==> config.mk <==
export PLATFORM = sky130hd
export DESIGN_NAME = uart_rx_hub
export DESIGN_NICKNAME = d
export VERILOG_FILES = /design/src/uart_line_pkg.sv /design/src/uart_rx_pkg.sv /design/src/fifo_buf.sv /design/src/uart_line_cfg.sv /design/src/uart_rx.sv /design/src/uart_rx_drain.sv /design/src/uart_rx_hub.sv
export SDC_FILE = /design/constraint.sdc
export NUM_CORES = 2
export LEC_CHECK = 0
export BUFFER_PORTS_ARGS = -buffer_cell sky130_fd_sc_hd__buf_2
export CAP_MARGIN = 15
export CORE_ASPECT_RATIO = 1.1
export CORE_MARGIN = 1.5
export CORE_UTILIZATION = 40
export DETAILED_ROUTE_END_ITERATION = 16
export PLACE_DENSITY = 0.61
export SYNTH_ARGS = -nofsm -noshare
export SYNTH_HDL_FRONTEND = slang
export SYNTH_HIERARCHICAL = 1
export SYNTH_SLANG_ARGS = --single-unit
==> constraint.sdc <==
create_clock -name clk -period 17.2 [get_ports clk]
set_clock_uncertainty 0.15 [all_clocks]
set_input_delay 1.72 -clock clk [delete_from_list [all_inputs] [get_ports clk]]
set_output_delay 1.72 -clock clk [all_outputs]
set_load 0.005 [all_outputs]
==> src/uart_line_pkg.sv <==
package uart_line_pkg;

	// receiver channels sharing one line setting
	localparam int NUM_CHAN = 4;
	localparam int CHAN_W = $clog2(NUM_CHAN);

	typedef logic [CHAN_W-1:0] chan_id_t;

	// clock cycles per bit
	typedef logic [23:0] baud_div_t;

	// below this the sixteenth-bit sample offsets collapse onto the middle sample
	localparam baud_div_t BAUD_MIN = 24'd16;

	typedef struct packed {
		logic		flow_ctrl;
		logic		parity;
		// 1 selects two stop bits
		logic		stop_bits;
		// 1 selects 8 data bits, 0 selects 7
		logic		data_bits;
		baud_div_t	baud_div;
	} line_cfg_t;

	// 8N1 at the fastest allowed rate, flow control off
	localparam line_cfg_t CFG_RESET = '{
		flow_ctrl: 1'b0,
		parity:    1'b0,
		stop_bits: 1'b0,
		data_bits: 1'b1,
		baud_div:  BAUD_MIN
	};

endpackage

==> src/uart_rx_pkg.sv <==
package uart_rx_pkg;

	import uart_line_pkg::*;

	// 8 entries per channel FIFO
	localparam int FIFO_ADDR_W = 3;

	typedef logic [FIFO_ADDR_W:0] fill_t;

	// rts rises while more than this many words wait
	localparam fill_t RTS_LEVEL = 4'd4;

	typedef struct packed {
		logic [7:0]	data;
		logic		noise;
		logic		parity;
		logic		frame;
	} rx_word_t;

	typedef struct packed {
		chan_id_t	chan;
		rx_word_t	word;
		logic		overflow;
	} rx_rec_t;

endpackage
==> src/fifo_buf.sv <==
`timescale 1ns/1ps

module fifo_buf import uart_rx_pkg::*; #(
	parameter int ADDR_W = FIFO_ADDR_W
) (
	input	logic		clk,
	input	logic		reset,
	input	logic		clear,
	input	logic		wena,
	input	rx_word_t	wdata,
	input	logic		rena,
	output	rx_word_t	rdata,
	output	fill_t		size,
	output	logic		empty,
	output	logic		full
);

	rx_word_t			mem [2**ADDR_W];
	logic [ADDR_W-1:0]	wr_ptr;
	logic [ADDR_W-1:0]	rd_ptr;
	logic [ADDR_W:0]	count;
	logic				do_wr;
	logic				do_rd;

	assign empty = (count == '0);
	// count never exceeds the depth, so the top bit alone marks full
	assign full = count[ADDR_W];
	assign size = fill_t'(count);
	assign do_wr = wena && !full;
	assign do_rd = rena && !empty;

	// show-ahead read of the oldest entry
	assign rdata = mem[rd_ptr];

	always_ff @(posedge clk) begin
		if (do_wr)
			mem[wr_ptr] <= wdata;
	end

	always_ff @(posedge clk, posedge reset) begin
		if (reset) begin
			wr_ptr <= '0;
			rd_ptr <= '0;
			count <= '0;
		end else if (clear) begin
			wr_ptr <= '0;
			rd_ptr <= '0;
			count <= '0;
		end else begin
			if (do_wr)
				wr_ptr <= wr_ptr + 1'b1;
			if (do_rd)
				rd_ptr <= rd_ptr + 1'b1;
			if (do_wr && !do_rd)
				count <= count + 1'b1;
			else if (do_rd && !do_wr)
				count <= count - 1'b1;
		end
	end

endmodule

==> src/uart_line_cfg.sv <==
`timescale 1ns/1ps

module uart_line_cfg import uart_line_pkg::*; (
	input	logic		clk,
	input	logic		reset,
	input	logic		cfg_we,
	input	line_cfg_t	cfg_wdata,
	output	line_cfg_t	cfg,
	output	logic		clear
);

	line_cfg_t	cfg_clamped;

	always_comb begin
		cfg_clamped = cfg_wdata;
		// slower than the sample offsets allow is fine, faster is not
		if (cfg_wdata.baud_div < BAUD_MIN)
			cfg_clamped.baud_div = BAUD_MIN;
	end

	always_ff @(posedge clk, posedge reset) begin
		if (reset) begin
			cfg <= CFG_RESET;
			clear <= 1'b0;
		end else begin
			if (cfg_we)
				cfg <= cfg_clamped;
			// one-cycle flush of every channel after a new setting
			clear <= cfg_we;
		end
	end

endmodule

==> src/uart_rx.sv <==
`timescale 1ns/1ps

module uart_rx import uart_line_pkg::*; import uart_rx_pkg::*; (
	input	logic		clk,
	input	logic		reset,
	input	logic		clear,
	input	logic		rx,
	input	line_cfg_t	cfg,
	input	logic		rena,
	output	rx_word_t	head,
	output	logic		empty,
	output	logic		rts,
	output	logic		overflow
);

	typedef enum logic [2:0] {IDLE, START, DATA, PARITY, STOP} rx_state_t;

	rx_state_t	state;
	logic [1:0]	rx_sync;
	logic		rx_s;
	baud_div_t	cnt;
	baud_div_t	half;
	baud_div_t	sixteenth;
	logic		bit_end;
	logic [2:0]	samples;
	logic		vote;
	logic		split;
	logic [2:0]	bit_idx;
	logic		last_data;
	logic		stop_idx;
	logic [7:0]	shreg;
	logic		noise_acc;
	logic		parity_acc;
	logic		frame_acc;
	logic		wena;
	rx_word_t	wword;
	logic		full;
	fill_t		size;

	// two-flop synchronizer, idles high like the line
	always_ff @(posedge clk, posedge reset) begin
		if (reset)
			rx_sync <= 2'b11;
		else
			rx_sync <= {rx_sync[0], rx};
	end

	assign rx_s = rx_sync[1];

	assign half = cfg.baud_div >> 1;
	assign sixteenth = cfg.baud_div >> 4;
	assign bit_end = (cnt == cfg.baud_div - 24'd1);

	// majority of the three samples, and whether they disagree at all
	assign vote = (samples[0] & samples[1]) | (samples[1] & samples[2]) |
		(samples[0] & samples[2]);
	assign split = (|samples) && !(&samples);

	assign last_data = (bit_idx == 3'd6 + {2'b00, cfg.data_bits});

	// write in the final cycle of the last stop bit
	assign wena = (state == STOP) && bit_end && (stop_idx || !cfg.stop_bits);

	always_comb begin
		// a 7-bit word sits in the upper bits of the shift register
		wword.data = cfg.data_bits ? shreg : shreg >> 1;
		wword.noise = noise_acc | split;
		wword.parity = parity_acc;
		wword.frame = frame_acc | !vote;
	end

	// samples at half a bit and half a bit plus and minus a sixteenth
	always_ff @(posedge clk, posedge reset) begin
		if (reset) begin
			samples <= 3'b111;
		end else if (state != IDLE) begin
			if (cnt == half - sixteenth)
				samples[0] <= rx_s;
			if (cnt == half)
				samples[1] <= rx_s;
			if (cnt == half + sixteenth)
				samples[2] <= rx_s;
		end
	end

	always_ff @(posedge clk, posedge reset) begin
		if (reset) begin
			state <= IDLE;
			cnt <= '0;
			bit_idx <= '0;
			stop_idx <= 1'b0;
			shreg <= '0;
			noise_acc <= 1'b0;
			parity_acc <= 1'b0;
			frame_acc <= 1'b0;
		end else if (clear) begin
			state <= IDLE;
			cnt <= '0;
		end else begin
			if (state != IDLE)
				cnt <= bit_end ? '0 : cnt + 24'd1;

			case (state)
				IDLE: begin
					if (!rx_s) begin
						// the detecting cycle already counts as part of the start bit
						state <= START;
						cnt <= 24'd1;
						bit_idx <= '0;
						stop_idx <= 1'b0;
						shreg <= '0;
						noise_acc <= 1'b0;
						parity_acc <= 1'b0;
						frame_acc <= 1'b0;
					end
				end
				START: begin
					if (bit_end) begin
						// a start bit that votes high was a glitch
						if (!vote) begin
							noise_acc <= split;
							state <= DATA;
						end else begin
							state <= IDLE;
						end
					end
				end
				DATA: begin
					if (bit_end) begin
						// lsb first
						shreg <= {vote, shreg[7:1]};
						noise_acc <= noise_acc | split;
						if (last_data)
							state <= cfg.parity ? PARITY : STOP;
						else
							bit_idx <= bit_idx + 3'd1;
					end
				end
				PARITY: begin
					if (bit_end) begin
						// even parity only
						noise_acc <= noise_acc | split;
						parity_acc <= (vote != ^shreg);
						state <= STOP;
					end
				end
				STOP: begin
					if (bit_end) begin
						noise_acc <= noise_acc | split;
						frame_acc <= frame_acc | !vote;
						if (wena)
							state <= IDLE;
						else
							stop_idx <= 1'b1;
					end
				end
				default: state <= IDLE;
			endcase
		end
	end

	// word is dropped by the FIFO when full
	assign overflow = wena && full;
	assign rts = cfg.flow_ctrl && (size > RTS_LEVEL);

	fifo_buf #(
		.ADDR_W(FIFO_ADDR_W)
	) u_fifo_buf (
		.clk(clk),
		.reset(reset),
		.clear(clear),
		.wena(wena),
		.wdata(wword),
		.rena(rena),
		.rdata(head),
		.size(size),
		.empty(empty),
		.full(full)
	);

endmodule

==> src/uart_rx_drain.sv <==
`timescale 1ns/1ps

module uart_rx_drain import uart_line_pkg::*; import uart_rx_pkg::*; (
	input	logic						clk,
	input	logic						reset,
	input	logic						hold,
	input	logic		[NUM_CHAN-1:0]	empty,
	input	rx_word_t	[NUM_CHAN-1:0]	head,
	input	logic		[NUM_CHAN-1:0]	overflow,
	output	logic		[NUM_CHAN-1:0]	rena,
	output	logic						out_valid,
	output	rx_rec_t					out_rec
);

	chan_id_t			last;
	chan_id_t			cand;
	chan_id_t			sel;
	logic				found;
	logic				take;
	logic [NUM_CHAN-1:0]	ovf_flags;
	logic [NUM_CHAN-1:0]	ovf_next;

	// rotating priority starting just after the last channel served
	always_comb begin
		found = 1'b0;
		sel = last;
		cand = last;
		for (int i = 1; i <= NUM_CHAN; i++) begin
			cand = last + chan_id_t'(i);
			if (!found && !empty[cand]) begin
				found = 1'b1;
				sel = cand;
			end
		end
	end

	assign take = found && !hold;

	always_comb begin
		rena = '0;
		rena[sel] = take;
	end

	// a new overflow in the read cycle stays pending for the next record
	always_comb begin
		ovf_next = ovf_flags;
		if (take)
			ovf_next[sel] = 1'b0;
		ovf_next = ovf_next | overflow;
	end

	always_ff @(posedge clk, posedge reset) begin
		if (reset) begin
			last <= chan_id_t'(NUM_CHAN - 1);
			out_valid <= 1'b0;
			ovf_flags <= '0;
		end else begin
			out_valid <= take;
			ovf_flags <= ovf_next;
			if (take)
				last <= sel;
		end
	end

	always_ff @(posedge clk) begin
		if (take)
			out_rec <= '{chan: sel, word: head[sel], overflow: ovf_flags[sel]};
	end

endmodule

==> src/uart_rx_hub.sv <==
`timescale 1ns/1ps

module uart_rx_hub import uart_line_pkg::*; import uart_rx_pkg::*; (
	input	logic					clk,
	input	logic					reset,
	input	logic					cfg_we,
	input	line_cfg_t				cfg_wdata,
	input	logic	[NUM_CHAN-1:0]	rx,
	output	logic	[NUM_CHAN-1:0]	rts,
	input	logic					hold,
	output	logic					out_valid,
	output	rx_rec_t				out_rec
);

	line_cfg_t				cfg;
	logic					clear;
	rx_word_t [NUM_CHAN-1:0]	head;
	logic [NUM_CHAN-1:0]	empty;
	logic [NUM_CHAN-1:0]	overflow;
	logic [NUM_CHAN-1:0]	rena;

	uart_line_cfg u_uart_line_cfg (
		.clk(clk),
		.reset(reset),
		.cfg_we(cfg_we),
		.cfg_wdata(cfg_wdata),
		.cfg(cfg),
		.clear(clear)
	);

	// all receivers run from the one shared setting
	for (genvar i = 0; i < NUM_CHAN; i++) begin : g_chan
		uart_rx u_uart_rx (
			.clk(clk),
			.reset(reset),
			.clear(clear),
			.rx(rx[i]),
			.cfg(cfg),
			.rena(rena[i]),
			.head(head[i]),
			.empty(empty[i]),
			.rts(rts[i]),
			.overflow(overflow[i])
		);
	end

	uart_rx_drain u_uart_rx_drain (
		.clk(clk),
		.reset(reset),
		.hold(hold),
		.empty(empty),
		.head(head),
		.overflow(overflow),
		.rena(rena),
		.out_valid(out_valid),
		.out_rec(out_rec)
	);

endmodule

==> flow_summary.yaml <==
drt:
  routed_wl_um: 134000
  drt_iter0_drc: 3238
  dr_total_vias: 35138
  drt-wirelength-per-cell_um: 22.5
  remaining_drc_errors: 0
  dr.pass1.iters: 6
  routed_via_density: 5.93
  drt.antenna.violating_nets: 0
worst_setup_path:
  end_kind: "register"
  critPathMaxFanout: 21
  cp.arrival_ns: 6.26
  crit_type: "register to register"
  cp.required_ns: 17.31
  worstSetupStartpointType: "register"
sta:
  setup_viol: 0
  finalMaxSlewViolations: 0
  fin_tns_setup_ns: 0
  slew_headroom: 0.274
  period_share: 0.358
  rsz0062_at_grt: "false"
  period_needed_ns: 6.15
  fmax_mhz: 163
  finalHoldViolCount: 0
  tightest_slew_ns: 1.08
final_layout:
  synthToLayoutAreaGrowth_pct: 8.61
  utilization: 0.439
  drive_gt1_frac: 0.130
  final_common_cell: "nor2_1"
  insertedDiodeCount: 0
  final_cell_mix: "386 x nor2_1, 366 x edfxtp_1, 268 x xnor2_1, 254 x xor2_1, 247 x nand2_1"
  final_net_count: 4607
clock_tree:
  cts_buffer_depth: 3
  post_cts_resized: 0
  cts_sinks: 630
  post_cts_buffers: 0
  cts_tree: "yes"
  ctsHoldBuffers: 0
  cts-root-buf: "clkbuf_16"
  clk_pin_slew_ns: 0.06
  numCtsBuffers: 72
  htree_num_levels: 3
  insertion_delay_ns: 0.65
placed_design:
  gp_congestion: 0.981
  io_buffers: 54
  dp_hpwl_um: 96500
pwr:
  powerDensity_nw_per_um2: 92.5
  peakVddDrop_mv: 0.0806
  p_leak_nw: 17.8
die:
  io_pins: 55
  rows: 128
  core_um2: 111000
  start_util: 0.404
  chipWidth_um: 322
  die_h_um: 354
  dieArea_um2: 114000
synthesis:
  ys_async_sr_fraction: 0.419
  syn_nets: 4710
  syn_avg_cell_area_um2: 10.0
  synth_area_leaders: "edfxtp_1 25%, dfrtp_1 13%, ha_1 5.3%, xnor2_1 5.2%, xor2_1 5.0%"
  synth_top_family_by_area: "simple AND/OR/NAND/NOR gates"
  synth_edf_count: 366
  synth_xor_area_frac: 0.104
  synth.top_cell.area_share: 0.245
  synthSimpleGateAreaFrac: 0.173
  synth-compound-area-share: 0.132
  yosys_warnings: 6
  ys_types: 105
  synth_seq_area_share: 0.394
  synth_largest_area_cell: "edfxtp_1"
  synth_ff_type: "edfxtp_1"
  ys_ff_latch: 630
  synthAdderAreaFrac: 0.0588
  synthMuxAreaShare: 0.0953
  syn_inst: 4474
  synth_area_um2: 44800
status:
  outcome: "finished, final reports clean"
job:
  max_cap_viol_count: 0
global_routing:
  gr-total-overflow: 0
  first_global_vias: 33692
  grt_pass1_wl_um: 205000
  grt_usage: 0.231
  grt_max_degree: 76
  antenna_found_initial: 1
min_path:
  worst_hold_path_type: "register to register"
-- per-stage QoR --
step	setup WS (ns)	area, µm²	hold slack [ns]	total power [mW]	instances
6_report	11.05	48600	0.205	4.50	5924
5_1_grt	10.64	48600	0.210	4.70	5924
4_1_cts	11.07	48600	0.205	4.50	5923
3_5_place_dp	11.09	46200	0.197	2.89	5791
3_3_place_gp	11.29	46200	0.197	2.89	5791
2_1_floorplan	11.66	44800	0.195	2.56	4474
-- routing by layer --
metal,track usage,wire length (µm),vias up,share of wire
met3,0.0275,7810,303,0.058
li1,-,-,16247,-
met5,0,0,-,0
met1,0.313,58200,17292,0.44
met4,0.0993,5760,0,0.043
met2,0.370,61700,1296,0.46
-- layout make-up --
type / instances / area (µm²)
clock buffer: 94 / 1950
multi-input combinational: 3362 / 25300
tap: 1495 / 1870
sequential: 630 / 17700
clock inverter: 38 / 504
timing repair buffer: 100 / 628
fill: 10544 / 62200
inverter: 205 / 769
-- synth_stat cells, types with 54 or more instances --
| master | n |
|---|---|
| nand3_1 | 115 |
| xnor2_1 | 268 |
| nand4_1 | 88 |
| nor4_1 | 71 |
| a31oi_1 | 54 |
| nor2_1 | 386 |
| o21ai_0 | 117 |
| xor2_1 | 254 |
| dfrtp_1 | 240 |
| nand2_1 | 247 |
| mux2_2 | 123 |
| mux2i_1 | 81 |
| mux4_2 | 89 |
| nor3_1 | 173 |
| clkbuf_1 | 214 |
| nand2b_1 | 73 |
| edfxtp_1 | 366 |
| a21oi_1 | 190 |
| inv_1 | 201 |
| nor2b_1 | 83 |
| ha_1 | 188 |
-- cells by family after synthesis --
| family | after synthesis |
|---|---|
| multiplexers | 298 |
| flip-flops | 630 |
| AND/OR/NAND/NOR | 1493 |
| adder cells (fa/ha/maj) | 204 |
| buffers and inverters | 482 |
| XOR/XNOR | 526 |
| AO/OA/AOI/OAI | 841 |
-- final timing paths --
kind                                                 from                                         to  slack, ns  cells past startpoint
max                                u_uart_line_cfg/cfg[9]  g_chan[2].u_uart_rx/u_fifo_buf/mem[6][10]      11.05                     12
min                        g_chan[1].u_uart_rx/rx_sync[0]             g_chan[1].u_uart_rx/rx_sync[1]       0.21                      0
max reg2reg                        u_uart_line_cfg/cfg[9]  g_chan[2].u_uart_rx/u_fifo_buf/mem[6][10]      11.05                     12
min reg2reg                g_chan[1].u_uart_rx/rx_sync[0]             g_chan[1].u_uart_rx/rx_sync[1]       0.21                      0
max in group asynchronous                           reset               g_chan[3].u_uart_rx/shreg[5]      14.80                      2
min in group asynchronous                           reset                  u_uart_rx_drain/out_valid       1.18                      2
-- where the power goes --
part / internal [mW] / switching, mW
Sequential: 1.61 / 0.0635
Clock: 0.958 / 0.642
Combinational: 0.435 / 0.790
-- state kept, by name (all words and copies together) (netlist names), 8 cells and up --
register / cells
g_chan.u_uart_rx/u_fifo_buf/size: 16
g_chan.u_uart_rx/u_fifo_buf/wr_ptr: 12
g_chan.u_uart_rx/samples: 12
u_uart_line_cfg/cfg: 28
g_chan.u_uart_rx/bit_idx: 12
g_chan.u_uart_rx/cnt: 96
g_chan.u_uart_rx/state: 12
g_chan.u_uart_rx/rx_sync: 8
u_uart_rx_drain/out_rec: 14
g_chan.u_uart_rx/u_fifo_buf/mem: 352
g_chan.u_uart_rx/u_fifo_buf/rd_ptr: 12
g_chan.u_uart_rx/shreg: 32
-- critical path, stage by stage, from the launching register on --
cell and delay [ns]:
dfrtp_2 0.61, buf_4 0.34, or4_1 0.68, nor4_1 0.61
a21boi_0 0.25, nor3_1 0.27, o2111ai_1 0.25, nor4_4 0.29
nand2_2 0.20, nor3_1 0.48, nor2b_1 0.50, nand2b_1 0.26
nor2_1 0.85
Power figures use the tool's default switching activity.
